===== src/arb_pkg.sv =====
/* Shared sizes and command/response types of the four-requester scratchpad port.
   The command struct packs MSB first as write, hold, addr, wdata. */
`default_nettype none

package arb_pkg;

  // ------------------------------------------------------------------------
  // Sizes
  // ------------------------------------------------------------------------
  // Number of requesters sharing the port
  localparam int num_req = 4;

  // Scratchpad geometry, depth must equal 2**addr_w
  localparam int addr_w = 4;
  localparam int mem_depth = 16;
  localparam int data_w = 16;

  // Hold length gives the extra service cycles after acceptance
  localparam int hold_w = 2;

  // ------------------------------------------------------------------------
  // Command and response words
  // ------------------------------------------------------------------------
  // One command per requester, held stable while its request is high
  typedef struct packed {
    logic              write;
    logic [hold_w-1:0] hold;
    logic [addr_w-1:0] addr;
    logic [data_w-1:0] wdata;
  } port_cmd_t;

  // Done is a one-hot pulse, rdata is valid while done is high
  typedef struct packed {
    logic [num_req-1:0] done;
    logic [data_w-1:0]  rdata;
  } port_rsp_t;

endpackage

`default_nettype wire


===== src/lru_arbiter.sv =====
/* Matrix LRU arbiter, grant is combinational from request.
   Priority moves only on prio_update; after reset lower indices win. */
`timescale 1ns/10ps
`default_nettype none

module lru_arbiter import arb_pkg::*; (
  input  logic               clk,
  input  logic               rst_n,
  input  logic               prio_update,
  input  logic [num_req-1:0] request,
  output logic [num_req-1:0] grant
);

  // ------------------------------------------------------------------------
  // Priority matrix
  // ------------------------------------------------------------------------
  // prio[i][j] set means requester i was served less recently than j,
  // so i outranks j when both are requesting
  logic [num_req-1:0][num_req-1:0] prio;
  logic [num_req-1:0]              can_grant;

  for (genvar i = 0; i < num_req; i++) begin : g_row
    for (genvar j = 0; j < num_req; j++) begin : g_col
      if (i < j) begin : g_upper
        // Only the upper triangle holds state
        logic cell_q;

        always_ff @(posedge clk) begin
          if (!rst_n) begin
            // Reset order has the lower index ahead
            cell_q <= 1'b1;
          end else if (prio_update) begin
            // Winner row clears, winner column sets
            if (grant[i]) begin
              cell_q <= 1'b0;
            end else if (grant[j]) begin
              cell_q <= 1'b1;
            end
          end
        end

        assign prio[i][j] = cell_q;
      end else if (i > j) begin : g_lower
        // Lower triangle mirrors the upper one
        assign prio[i][j] = ~prio[j][i];
      end else begin : g_diag
        // A requester never blocks itself
        assign prio[i][j] = 1'b1;
      end
    end
  end

  // ------------------------------------------------------------------------
  // Grant search
  // ------------------------------------------------------------------------
  // A requester may win if every other active requester ranks below it
  always_comb begin
    for (int i = 0; i < num_req; i++) begin
      can_grant[i] = 1'b1;
      for (int j = 0; j < num_req; j++) begin
        can_grant[i] = can_grant[i] & (~request[j] | prio[i][j]);
      end
    end
  end

  assign grant = request & can_grant;

  // The matrix is a total order, so at most one requester can win
  assert property (@(posedge clk) disable iff (!rst_n)
    $onehot0(grant))
    else $error("lru_arbiter granted more than one requester");

  // No deadlock in the order, some requester always wins
  assert property (@(posedge clk) disable iff (!rst_n)
    (|request) |-> (|grant))
    else $error("lru_arbiter left an active request without a grant");

endmodule

`default_nettype wire


===== src/grant_fsm.sv =====
/* Accepts one grant at a time and holds it until the hold timer expires.
   Done comes one cycle after expiry, then one idle cycle precedes the next accept. */
`timescale 1ns/10ps
`default_nettype none

module grant_fsm import arb_pkg::*; (
  input  logic               clk,
  input  logic               rst_n,
  input  logic [num_req-1:0] grant,
  input  logic               expired,
  output logic               accept,
  output logic               load,
  output logic [num_req-1:0] accepted_grant,
  output logic [num_req-1:0] done_pulse,
  output logic               busy
);

  typedef enum logic [1:0] {
    idle,
    serve,
    finish
  } state_t;

  state_t state;

  // ------------------------------------------------------------------------
  // Acceptance
  // ------------------------------------------------------------------------
  // Accept is combinational in idle so the winner is taken on this edge
  assign accept = (state == idle) && (|grant);

  // The timer reloads on every accepted job
  assign load = accept;

  // ------------------------------------------------------------------------
  // State register
  // ------------------------------------------------------------------------
  always_ff @(posedge clk) begin
    if (!rst_n) begin
      state          <= idle;
      accepted_grant <= '0;
    end else begin
      case (state)
        idle: begin
          if (accept) begin
            // Remember the winner for the whole job
            accepted_grant <= grant;
            state          <= serve;
          end
        end
        serve: begin
          // Stay while the timer still counts
          if (expired) begin
            state <= finish;
          end
        end
        default: begin
          state <= idle;
        end
      endcase
    end
  end

  // Done goes back only to the requester that owns the job
  assign done_pulse = (state == finish) ? accepted_grant : '0;

  // Busy covers serve and finish, low for the single idle cycle
  assign busy = (state != idle);

  // Done lasts one cycle and is never repeated back to back
  assert property (@(posedge clk) disable iff (!rst_n)
    (|done_pulse) |-> (state == finish) ##1 (done_pulse == '0))
    else $error("grant_fsm done pulse outside finish or longer than one cycle");

  // An accepted job always moves the port into service
  assert property (@(posedge clk) disable iff (!rst_n)
    accept |-> (state == idle) ##1 (state == serve))
    else $error("grant_fsm accepted a grant outside idle");

endmodule

`default_nettype wire


===== src/hold_timer.sv =====
/* Down-counter for the service period, expired is high while the count is zero.
   Expects load only after the previous count has run out. */
`timescale 1ns/10ps
`default_nettype none

module hold_timer import arb_pkg::*; (
  input  logic              clk,
  input  logic              rst_n,
  input  logic              load,
  input  logic [hold_w-1:0] hold,
  output logic              expired
);

  logic [hold_w-1:0] count;

  // Capture the hold length, then count down and park at zero
  always_ff @(posedge clk) begin
    if (!rst_n) begin
      count <= '0;
    end else if (load) begin
      count <= hold;
    end else if (count != '0) begin
      count <= count - 1'b1;
    end
  end

  // Zero count means the service period is over
  assign expired = (count == '0);

  // A new job must not cut short the one still being timed
  assert property (@(posedge clk) disable iff (!rst_n)
    load |-> (count == '0))
    else $error("hold_timer reloaded while still counting");

endmodule

`default_nettype wire


===== src/scratch_mem.sv =====
/* Single-port scratchpad with reset-cleared contents and a registered read word.
   Grant must be one-hot on accept; rdata holds until the next read. */
`timescale 1ns/10ps
`default_nettype none

module scratch_mem import arb_pkg::*; (
  input  logic                          clk,
  input  logic                          rst_n,
  input  logic                          accept,
  input  logic      [num_req-1:0]       grant,
  input  port_cmd_t [num_req-1:0]       cmd,
  output logic      [hold_w-1:0]        sel_hold,
  output logic      [data_w-1:0]        rdata
);

  port_cmd_t         sel_cmd;
  logic              pend_q;
  logic              write_q;
  logic [addr_w-1:0] addr_q;
  logic [data_w-1:0] wdata_q;
  logic [data_w-1:0] mem [mem_depth];

  // ------------------------------------------------------------------------
  // Command select
  // ------------------------------------------------------------------------
  // One-hot mux over the requester commands
  always_comb begin
    sel_cmd = '0;
    for (int i = 0; i < num_req; i++) begin
      if (grant[i]) begin
        sel_cmd = cmd[i];
      end
    end
  end

  // The timer needs the hold length in the accept cycle itself
  assign sel_hold = sel_cmd.hold;

  // ------------------------------------------------------------------------
  // Command latch
  // ------------------------------------------------------------------------
  // Pending marks the one edge where the latched command executes
  always_ff @(posedge clk) begin
    if (!rst_n) begin
      pend_q <= 1'b0;
    end else begin
      pend_q <= accept;
    end
  end

  always_ff @(posedge clk) begin
    if (accept) begin
      write_q <= sel_cmd.write;
      addr_q  <= sel_cmd.addr;
      wdata_q <= sel_cmd.wdata;
    end
  end

  // ------------------------------------------------------------------------
  // Storage and read register
  // ------------------------------------------------------------------------
  always_ff @(posedge clk) begin
    if (!rst_n) begin
      for (int k = 0; k < mem_depth; k++) begin
        mem[k] <= '0;
      end
      rdata <= '0;
    end else if (pend_q) begin
      if (write_q) begin
        mem[addr_q] <= wdata_q;
      end else begin
        rdata <= mem[addr_q];
      end
    end
  end

  // Latching a blend of two commands would corrupt the job
  assert property (@(posedge clk) disable iff (!rst_n)
    accept |-> $onehot(grant))
    else $error("scratch_mem accept without a one-hot grant");

endmodule

`default_nettype wire


===== src/shared_port_top.sv =====
/* Four-requester scratchpad port, one job in flight and no back-pressure.
   Requesters hold request and command until their done bit, then drop request. */
`timescale 1ns/10ps
`default_nettype none

module shared_port_top import arb_pkg::*; (
  input  logic                    clk,
  input  logic                    rst_n,
  input  logic      [num_req-1:0] request,
  input  port_cmd_t [num_req-1:0] cmd,
  output port_rsp_t               rsp,
  output logic                    busy
);

  logic [num_req-1:0] grant;
  logic [num_req-1:0] done_pulse;
  logic               accept;
  logic               load;
  logic               expired;
  logic [hold_w-1:0]  sel_hold;
  logic [data_w-1:0]  rdata;

  // ------------------------------------------------------------------------
  // Arbitration and control
  // ------------------------------------------------------------------------
  // Priority only moves on an accepted grant
  lru_arbiter u_arb (
    .clk         (clk),
    .rst_n       (rst_n),
    .prio_update (accept),
    .request     (request),
    .grant       (grant)
  );

  // The accepted winner only matters inside the FSM, where it shapes done
  grant_fsm u_fsm (
    .clk            (clk),
    .rst_n          (rst_n),
    .grant          (grant),
    .expired        (expired),
    .accept         (accept),
    .load           (load),
    .accepted_grant (),
    .done_pulse     (done_pulse),
    .busy           (busy)
  );

  // Hold length arrives from the selected command in the accept cycle
  hold_timer u_timer (
    .clk     (clk),
    .rst_n   (rst_n),
    .load    (load),
    .hold    (sel_hold),
    .expired (expired)
  );

  // ------------------------------------------------------------------------
  // Scratchpad and response
  // ------------------------------------------------------------------------
  scratch_mem u_mem (
    .clk      (clk),
    .rst_n    (rst_n),
    .accept   (accept),
    .grant    (grant),
    .cmd      (cmd),
    .sel_hold (sel_hold),
    .rdata    (rdata)
  );

  assign rsp.done  = done_pulse;
  assign rsp.rdata = rdata;

endmodule

`default_nettype wire


===== config.mk =====
export PLATFORM = sky130hd
export DESIGN_NAME = shared_port_top
export DESIGN_NICKNAME = d
export VERILOG_FILES = /design/src/arb_pkg.sv /design/src/lru_arbiter.sv /design/src/grant_fsm.sv /design/src/hold_timer.sv /design/src/scratch_mem.sv /design/src/shared_port_top.sv
export SDC_FILE = /design/constraint.sdc
export NUM_CORES = 1
export LEC_CHECK = 0
export BUFFER_PORTS_ARGS = -buffer_cell sky130_fd_sc_hd__buf_2
export CAP_MARGIN = 10
export CORE_MARGIN = 10
export CORE_UTILIZATION = 64
export DETAILED_ROUTE_END_ITERATION = 8
export PLACE_DENSITY_LB_ADDON = 0.15
export SYNTH_ARGS = -nofsm -noshare
export SYNTH_HDL_FRONTEND = slang
export SYNTH_SLANG_ARGS = --single-unit
export TNS_END_PERCENT = 30

===== constraint.sdc =====
create_clock -name clk -period 6.4 [get_ports clk]
set_input_delay 1.28 -clock clk [delete_from_list [all_inputs] [get_ports clk]]
set_output_delay 1.28 -clock clk [all_outputs]
set_load 0.02 [all_outputs]

## After elaboration in Yosys (flattened, before gate mapping)

Memories as Yosys holds them, arrays and structs flattened. A register that Yosys moved wholly into a read port is not among the register bits.
Cells that the tools add are included.

- Memories: 1
- Input bits: 98
- Bits in registers: 36
- Output and inout bits: 21
- Word-level logic and storage cells: 102
- Bits in writable memories: 256

Memories:

| memory | depth | width | read ports | clocked after Yosys merged registers in | write ports | line | source |
|---|---|---|---|---|---|---|---|
| u_mem.mem | 16 | 16 | 1 | 1 | 16 | scratch_mem.sv:21 | `logic [data_w-1:0] mem [mem_depth];` |

- Eq/ne operators: 4
- Reduce and logical (&&, ||, !) cells: 24
- Add/sub/neg operators: 1
- Bitwise operators: 32
- Muxes and demuxes: 27

Operator list:

| cell | number |
|---|---|
| $mux W23 | 4 |
| $reduce_and A2 Y1 | 9 |
| $reduce_bool A2 Y1 | 9 |
| $mux W16 | 1 |
| $reduce_or A16 Y1 | 1 |
| $mux W1 | 15 |
| $or A1 B1 Y1 | 12 |
| $not A1 Y1 | 11 |
| $and A1 B1 Y1 | 8 |
| $mux W2 | 4 |
| $mux W4 | 2 |
| $and A4 B4 Y4 | 1 |
| $logic_not A2 Y1 | 2 |
| $pmux W2 S2 | 1 |
| $reduce_or A4 Y1 | 1 |
| $eq A2 B1 Y1 const B | 1 |
| $eq A2 B2 Y1 const B | 1 |
| $ne A2 B1 Y1 const B | 1 |
| $ne A2 B2 Y1 const B | 1 |
| $sub A2 B1 Y2 const B | 1 |
| $logic_and A1 B1 Y1 | 1 |
| $logic_not A1 Y1 | 1 |

## Depth between registers and ports, before layout

Gate-level depths: netlist (run 1).

- Depth after elaboration: 10
- Gate-level depth with buffers: 7
- Depth with buffers taken out: 6

## Hierarchy

A second synthesis (run 1) with hierarchy kept.

- Cell total of the unflattened synthesis: 1025
- Area, all modules: 14276.2 um^2

Modules (own cells, without submodules):

| module | times used | cells an instance | area each (um^2) |
|---|---|---|---|
| scratch_mem | 1 | 940 | 13509.2 |
| lru_arbiter | 1 | 39 | 357.8 |
| grant_fsm | 1 | 33 | 285.3 |
| hold_timer | 1 | 13 | 123.9 |

## Worst setup path after synthesis (run 1)

OpenSTA, ideal clock, no wires.

- Path type: input-to-reg
- From: input rst_n
- To: memory u_mem.mem[13][0] (enable)
- Setup slack: 3510 ps
- Arrival: 2499 ps
- Cell stages on the path: 3
- Data required time: 6009 ps
- Cell sequence: and3_1 nand3_1 o21ai_1

RTL lines:

| element | line | source |
|---|---|---|
| from (decl) | shared_port_top.sv:8 | `input logic rst_n,` |
| to (decl) | scratch_mem.sv:21 |  |

==> results of run 1 <==
## how the worst max path moves through the flow
stage	start	endpoint	slack, ps
floorplan	rst_n	u_mem.mem[13][0]	3510
global placement	rst_n	u_mem.mem[12][11]	2210
detailed placement	rst_n	u_mem.mem[12][7]	2060
CTS	rst_n	u_mem.mem[12][10]	2640
global route	rst_n	u_mem.mem[12][13]	2370
finish	rst_n	u_mem.mem[12][13]	2530
## metrics by stage
stage	setup slack (ps)	instance area (µm²)	instances
after floorplan	3510	14000	1018
after global placement	2210	14800	1362
after detailed placement	2060	14800	1362
after CTS	2640	15700	1416
after global routing	2370	15700	1417
final	2530	15700	1417
## logic make-up after synthesis
group	Yosys count	share of synthesized area
muxes	112	0.112
and+or+nand+nor	364	0.152
AOI/OAI and AO/OA	155	0.0720
DFF	308	0.638
xor gates and xnor gates	1	0.000626
adders and majority gates	1	0.000894
buffers and inverters	77	0.0247
## critical path, cell delays in order
cell      delay, ps
buf_2           650
and3_1          390
nand3_1         260
nor3_2          690
nand2b_1        740
## sequential cells by signal, summed over array words and instances (netlist names)
signal and cells:
u_mem.mem 256, u_mem.pend_q 1, u_timer.count 2, u_mem.wdata_q 16
u_mem.rdata 16, u_fsm.state 2, u_fsm.accepted_grant 4, u_mem.write_q 1
u_arb.g_row.g_col.g_upper.cell_q 6, u_mem.addr_q 4
## routing by layer
metal  share of wire  GRT usage
met5               0          0
met3           0.099     0.0442
met4           0.024     0.0598
met1            0.42      0.330
met2            0.46      0.365
## layout make-up
cell class | count | area (µm²) | area share
inverter | 6 | 22.5 | 0.00144
tap | 280 | 350 | 0.0223
multi-input combinational | 633 | 4720 | 0.301
sequential | 308 | 8940 | 0.570
timing repair buffer | 136 | 742 | 0.0473
clock inverter | 15 | 104 | 0.00662
clock buffer | 39 | 806 | 0.0514
## placed cells by master, fill, tap and decap left out, types with 4 or more instances in the layout
| cell type | synthesis | final |
|---|---|---|
| nor3_1 | 6 | 6 |
| clkbuf_1 | 46 | 8 |
| and2_1 | 262 | 262 |
| o21ai_1 | 18 | 18 |
| buf_4 | 4 | 16 |
| nand2_1 | 37 | 37 |
| mux2_2 | 8 | 8 |
| nor2_1 | 30 | 30 |
| mux4_1 | 6 | 6 |
| mux4_2 | 26 | 26 |
| inv_1 | 5 | 5 |
| clkinv_2 | 0 | 7 |
| dfxtp_1 | 31 | 31 |
| mux2i_1 | 70 | 70 |
| buf_2 | 14 | 118 |
| a21oi_1 | 24 | 24 |
| edfxtp_1 | 277 | 277 |
| nor3_2 | 4 | 4 |
| o22ai_1 | 34 | 34 |
| a22oi_1 | 44 | 44 |
| clkinv_1 | 0 | 4 |
| a211oi_1 | 8 | 8 |
| nand2b_1 | 11 | 11 |
| clkbuf_16 | 0 | 31 |
| o21ai_0 | 17 | 17 |
## power groups by stage
stage                     clock network (mW)  registers [mW]  logic, mW
final                                   1.65            2.64       1.14
after global routing                    1.75            2.66       1.22
after CTS                               1.67            2.63       1.13
after detailed placement                   0            2.67       1.13
after global placement                     0            2.66       1.11
after floorplan                            0            2.51      0.850
==> flow_summary.rst, run 1 <==
.. list-table::
   :header-rows: 1

   * - Metric
     - Value
   * - Result of the run
     - finished clean
   * - Area delta synth->final
     - 12.0%
   * - Fraction of synthesized cell area taken by the top area cell type
     - 0.594
   * - Required time reported for the critical path endpoint
     - 6580 ps
   * - Register bit total from synthesis
     - 308
   * - Final core utilization
     - 0.723
   * - Total internal power
     - 3.75 mW
   * - Maximum fanout count along the critical path
     - 42
   * - Number of hold buffers added after cts
     - 0
   * - Number of antenna repair diodes
     - 0
   * - Combinational group share of total power
     - 0.209
   * - Synth warn
     - 0
   * - First-pass detailed-route iteration total
     - 6
   * - Setup slack of the most critical reg-to-reg path
     - 3530 ps
   * - Number of flops mapped to enable cells by yosys
     - 277
   * - Worst reg2reg path depth
     - 5
   * - Destination of the worst register-to-register timing path
     - u_mem.mem[8][3]
   * - HP Start
     - u_fsm.accepted_grant[0]
   * - Count of distinct cell types in the synthesized netlist
     - 45
   * - Total via count after detailed routing
     - 8743
   * - Fill cell instance count of the final layout
     - 1449
   * - Relative contribution of the clock network to total power
     - 0.304
   * - Final period demand of the worst path
     - 3870 ps
   * - Class of the most critical hold timing path
     - register to register
   * - Worst ir drop on vdd
     - 0.278 mV
   * - Final setup viols
     - 0
   * - Number of buffers created by CTS
     - 30
   * - CTS tree
     - done
   * - Total routing usage reported by global routing
     - 0.233
   * - P_sw
     - 1.68 mW
   * - Via count of the first global-routing pass
     - 8874
   * - Number of antenna violations at the first check in global routing
     - 0
   * - Total chip power
     - 5.43 mW
   * - Final Net Count
     - 1214
   * - IO buf count
     - 118
   * - Max Clock Freq
     - 0.259 GHz
   * - Row count
     - 54
   * - Max Slew Vio Count
     - 0
   * - Kind of critical path
     - input pin to register
   * - Num Clock Sinks
     - 308
   * - Effective utilization at floorplan
     - 0.646
   * - # Max-Cap Violations
     - 0
   * - Total standard cell area after synthesis
     - 14000 µm²
   * - Cell taking the most area after synthesis
     - edfxtp_1
   * - Wirelength, routed
     - 33.5 mm
   * - Maximum number of pins on one net before global-route repair
     - 79
   * - Final count of hold timing violations
     - 0
   * - Transition at the pin with the smallest max-transition slack
     - 1220 ps
   * - Hold-critical path endpoint
     - u_fsm.accepted_grant[0]
   * - Sequential group share of total power
     - 0.487
   * - CP Data Arrival Time
     - 4050 ps
   * - Lkg Pwr
     - 6.10 nW
   * - Instance count of the mapped netlist
     - 1018
   * - Half-perimeter wire length after placement
     - 21.7 mm
   * - CTS Root Buffer Type
     - clkbuf_16
   * - Drt wl/cell
     - 23.7 µm
   * - Setup TNS
     - 0 ps
   * - Depth of the CTS H-tree
     - 1
   * - Horizontal die dimension
     - 168 µm
   * - Proportion of synthesized flip-flops having asynchronous set or reset
     - 0
   * - Wire length of the first global-routing pass
     - 51.7 mm
   * - Cell types occupying the most area after synthesis
     - edfxtp_1 59%, and2_1 12%, mux2i_1 5.0%
   * - Type of element capturing the critical path
     - register
   * - Headroom to the max-slew limit
     - 0.185
   * - Hold Path Stages
     - 2
   * - Power density over the cells
     - 346 nW/µm²
   * - Resize count post-CTS
     - 0
   * - Fraction of layout cells with a size suffix above 1
     - 0.197
   * - Top cell types by occurrence after synthesis
     - 277 x edfxtp_1, 262 x and2_1, 70 x mux2i_1
   * - DR vias/cell
     - 6.17
   * - Most used standard cell by instance count after synthesis
     - edfxtp_1
   * - Die area
     - 28200 µm²
   * - Final routed DRC violation total
     - 0
   * - Hold WS
     - 484 ps
   * - Total core area
     - 21700 µm²
   * - Share of synthesized area occupied by flip-flops and latches
     - 0.638
   * - Worst reg2reg startpoint
     - u_mem.addr_q[3]
   * - Iter 0 DRT Violations
     - 818
   * - Net Sw Frac
     - 0.310
   * - Setup repair after global routing missed its margin
     - no
   * - CTS Buffer Depth
     - 3
   * - Post-synth top flop
     - edfxtp_1
   * - Overflow left after global routing
     - 0
   * - Die outline height
     - 168 µm
   * - Post-Syn Nets
     - 1117
   * - Clock transition at the registers of the reported paths
     - 60 ps
   * - Post-CTS repair timing setup buffer count
     - 0
   * - Final critical-path share of the clock period
     - 0.604
   * - Routability Congestion
     - 0.887
   * - Skew-Pair Late Insertion Delay
     - 550 ps
   * - Mean post-synth cell area
     - 13.8 µm²
   * - Number of top-level pins
     - 119
   * - Category of the worst setup path launch point
     - input pin
   * - Worst clock skew
     - 13.2 ps
   * - Number of antenna-violating nets in the routed design
     - 0
(Power assumes the default switching activity.)
==> inputs of run 2 (changes only) <==
ABC_AREA = 1   (was not set)
CORE_UTILIZATION = 59   (was 64)
clock period = 3.9 ns   (was 6.4 ns; I/O delays follow)
==> flow_summary.rst, run 2 <==
.. list-table::
   :header-rows: 1

   * - Metric
     - Value
   * - Die area
     - 29000 µm² (+3.0%)
   * - Post-synth top flop
     - edfxtp_1
   * - Worst reg2reg startpoint
     - u_mem.addr_q[0]
   * - Post-Syn Nets
     - 1444 (+29%)
   * - Max Slew Vio Count
     - 0 (unchanged)
   * - Row count
     - 54 (unchanged)
   * - Number of cells after detailed placement
     - 1678 (+23%)
   * - Skew-Pair Late Insertion Delay
     - 570 ps (+20 ps)
   * - Final Net Count
     - 1529 (+26%)
   * - Portion of netlist area occupied by mux cells
     - 0 (-0.112)
   * - Storage element area
     - 8940 µm² (unchanged)
   * - Required time reported for the critical path endpoint
     - 4100 ps (-2480 ps)
   * - Maximum fanout count along the critical path
     - 37 (-12%)
   * - Min setup slack post-route
     - 1060 ps (-1480 ps)
   * - Maximum number of pins on one net before global-route repair
     - 44 (-44%)
   * - Length of routed met3 wiring
     - 3.80 mm (+14%)
   * - Setup slack of the most critical reg-to-reg path
     - 1060 ps (-2470 ps)
   * - Worst reg2reg path depth
     - 4 (-1)
   * - Commonest cells after routing, fill and taps aside
     - 419 x nand2_1, 308 x nor2_1, 277 x edfxtp_1
   * - Non-filler instance count after layout
     - 1733 (+22%)
   * - Crit. path cell count
     - 4 (-1)
   * - Count of distinct cell types in the synthesized netlist
     - 21 (-53%)
   * - Setup repair after global routing missed its margin
     - no
   * - Final count of hold timing violations
     - 0 (unchanged)
   * - Fill cell instance count of the final layout
     - 1698 (+17%)
   * - IO buf count
     - 118 (unchanged)
   * - Standard cell with the maximum stage delay on the critical path
     - nand2_1
   * - Number of flops mapped to enable cells by yosys
     - 277 (unchanged)
   * - Mean post-synth cell area
     - 9.92 µm² (-28%)
   * - Largest registers
     - u_mem.mem x256, u_mem.rdata x16, u_mem.wdata_q x16
   * - DR vias/cell
     - 5.81 (-5.8%)
   * - Wire length of the first global-routing pass
     - 54.4 mm (+5.3%)
   * - Wire length on met1
     - 14.2 mm (+1.6%)
   * - Fraction of layout cells with a size suffix above 1
     - 0.130 (-0.0669)
   * - Setup TNS
     - 0 ps (unchanged)
   * - Total via count after detailed routing
     - 10073 (+15%)
   * - Synth warn
     - 0 (unchanged)
   * - Power density over the cells
     - 633 nW/µm² (+83%)
   * - DR WL met2
     - 15.8 mm (+2.3%)
   * - Endpoint of the most critical setup path
     - u_mem.mem[15][4]
   * - Half-perimeter wire length after placement
     - 23.4 mm (+7.8%)
   * - Hold WS
     - 469 ps (-15.1 ps)
   * - Die outline height
     - 170 µm (+1.5%)
   * - Total core area
     - 22000 µm² (+1.6%)
   * - Iter 0 DRT Violations
     - 1352 (+65%)
   * - Category of the worst setup path launch point
     - register
   * - Number of antenna repair diodes
     - 0 (unchanged)
   * - Worst ir drop on vdd
     - 0.431 mV (+55%)
   * - Fraction of synthesized cell area taken by the top area cell type
     - 0.623 (+0.0292)
   * - Lkg Pwr
     - 6.17 nW (+1.1%)
   * - Clock transition at the registers of the reported paths
     - 60 ps (about the same)
   * - Post-Synth XOR/XNOR Area
     - 0 (-0.000626)
   * - Cell taking the most area after synthesis
     - edfxtp_1
   * - CTS tree
     - done
   * - # Max-Cap Violations
     - 0 (unchanged)
   * - Ordered cell list for the critical path
     - nand2_1 > inv_2 > nand2_1 > nand2_1
   * - Final setup viols
     - 0 (unchanged)
   * - Depth of the CTS H-tree
     - 1 (unchanged)
   * - Number of hold buffers added after cts
     - 0 (unchanged)
   * - Effective utilization at floorplan
     - 0.606 (-0.0397)
   * - Instance count of the mapped netlist
     - 1345 (+32%)
   * - Wirelength, routed
     - 35.1 mm (+4.7%)
   * - Headroom to the max-slew limit
     - 0.294 (+0.108)
   * - Pre-CTS setup slack
     - 837 ps (-1230 ps)
   * - Total standard cell area after synthesis
     - 13300 µm² (-4.7%)
   * - Top cell types by occurrence after synthesis
     - 419 x nand2_1, 311 x nor2_1, 277 x edfxtp_1
   * - Number of top-level pins
     - 119 (unchanged)
   * - CTS Buffer Depth
     - 3 (unchanged)
   * - Resize count post-CTS
     - 0 (unchanged)
   * - CP most frequent cell
     - nand2_1
   * - Proportion of synthesized flip-flops having asynchronous set or reset
     - 0 (unchanged)
   * - Via count of the first global-routing pass
     - 9932 (+12%)
   * - Main combinational cell family by area after synthesis
     - simple AND/OR/NAND/NOR gates
   * - Stage delay of the slowest cell on the critical path
     - 710 ps (-30 ps)
   * - Type of element capturing the critical path
     - register
   * - Complex-gate fraction of the synthesized area
     - 0.0460 (-0.0260)
   * - Horizontal die dimension
     - 170 µm (+1.5%)
   * - Adder-cell share of the synthesized area
     - 0.000938 (+0.0000439)
   * - Register bit total from synthesis
     - 308 (unchanged)
   * - Drt wl/cell
     - 20.3 µm (-14%)
   * - Post-CTS repair timing setup buffer count
     - 0 (unchanged)
   * - Final period demand of the worst path
     - 2840 ps
   * - Kind of critical path
     - register to register
   * - Top reg by flops
     - u_mem.mem
   * - Max Clock Freq
     - 0.352 GHz
   * - Number of buffers created by CTS
     - 30 (unchanged)
   * - Most used standard cell by instance count after synthesis
     - nand2_1
   * - Destination of the worst register-to-register timing path
     - u_mem.mem[15][4]
   * - Final routed DRC violation total
     - 0 (unchanged)
   * - Routability Congestion
     - 0.949 (+7.0%)
   * - Highest metal used
     - met4
   * - Most common cell after layout, fill and taps aside
     - nand2_1
   * - Transition at the pin with the smallest max-transition slack
     - 1060 ps (-159 ps)
   * - Worst clock skew
     - 19.6 ps (+6.40 ps)
   * - Num Clock Sinks
     - 308 (unchanged)
   * - Flip-flop count of the largest register after layout
     - 256 (unchanged)
   * - Area delta synth->final
     - 12.7%
   * - Overflow left after global routing
     - 0 (unchanged)
   * - Number of antenna violations at the first check in global routing
     - 0 (unchanged)
   * - First-pass detailed-route iteration total
     - 5 (-1)
   * - Total routing usage reported by global routing
     - 0.241 (+0.00814)
   * - Multi-input gate area
     - 3900 µm² (-17%)
   * - Cell types occupying the most area after synthesis
     - edfxtp_1 62%, nand2_1 12%, nor2_1 8.7%
   * - Number of antenna-violating nets in the routed design
     - 0 (unchanged)
   * - CP Data Arrival Time
     - 3040 ps (-1010 ps)
   * - Class of the most critical hold timing path
     - register to register
   * - Simple-gate share of the synthesized area
     - 0.244 (+0.0921)
   * - Result of the run
     - finished clean
   * - Top Family by Delay on Critical Path
     - simple AND/OR/NAND/NOR gates
   * - Buffers and inverters on the worst path
     - 1 (unchanged)
   * - Final critical-path share of the clock period
     - 0.729
   * - Share of synthesized area occupied by flip-flops and latches
     - 0.670 (+0.0314)
   * - CTS Root Buffer Type
     - clkbuf_16
   * - Critical Path Start
     - u_mem.addr_q[0]
## run 2: worst min-delay path by stage
stage,startpoint,endpoint,slack [ps],cells past startpoint
6_report,u_fsm.accepted_grant[3],u_fsm.accepted_grant[3],470,2
5_1_grt,u_fsm.accepted_grant[0],u_fsm.accepted_grant[0],490,2
4_1_cts,u_fsm.accepted_grant[3],u_fsm.accepted_grant[3],470,2
3_5_place_dp,u_fsm.accepted_grant[1],u_fsm.accepted_grant[1],460,2
3_3_place_gp,u_fsm.accepted_grant[2],u_fsm.accepted_grant[2],450,2
2_1_floorplan,u_fsm.accepted_grant[1],u_fsm.accepted_grant[1],440,2
## run 2: kinds of logic (layout without fill, tap and decap cells)
kind of cell               after synthesis  count (layout)
DFF                                    308             308
adders and majority gates                1               1
buffers and inverters                  130             238
AOI/OAI and AO/OA                       90              90
and+or+nand+nor                        816             816
## run 2: power breakdown
part	leakage [nW]	switching (mW)	total (mW)	internal, mW
combinational	2.60	2.04	2.62	0.577
sequential	3.11	0.144	4.08	3.94
clock	0.463	1.22	2.82	1.60
total	6.17	3.40	9.52	6.12
## run 2: metal layers
metal	vias up	GRT usage
met3	84	0.0504
li1	4682	-
met4	0	0.0965
met5	-	0
met2	652	0.374
met1	4655	0.327
## run 2: layout make-up
cell class	instances	area share
flip-flops and latches	308	0.594
multi-input cells	907	0.259
clock buffers	33	0.0507
repair buffers	134	0.0472
well taps	280	0.0233
clock inverters	22	0.0129
inverters	49	0.0122
## run 2: stage by stage
stage | instance area [µm²] | power, mW | utilization
after floorplan | 13300 | 5.75 | -
after global placement | 14100 | 6.68 | 0.640
after detailed placement | 14100 | 6.71 | 0.640
after CTS | 15000 | 9.49 | 0.683
after global routing | 15000 | 9.91 | 0.683
final | 15000 | 9.52 | 0.683
## run 2: worst reg2reg max path, cell delays in order, from the launching register on
cell	delay [ps]
edfxtp_1	500
nand2_1	120
inv_2	560
nand2_1	580
nand2_1	720
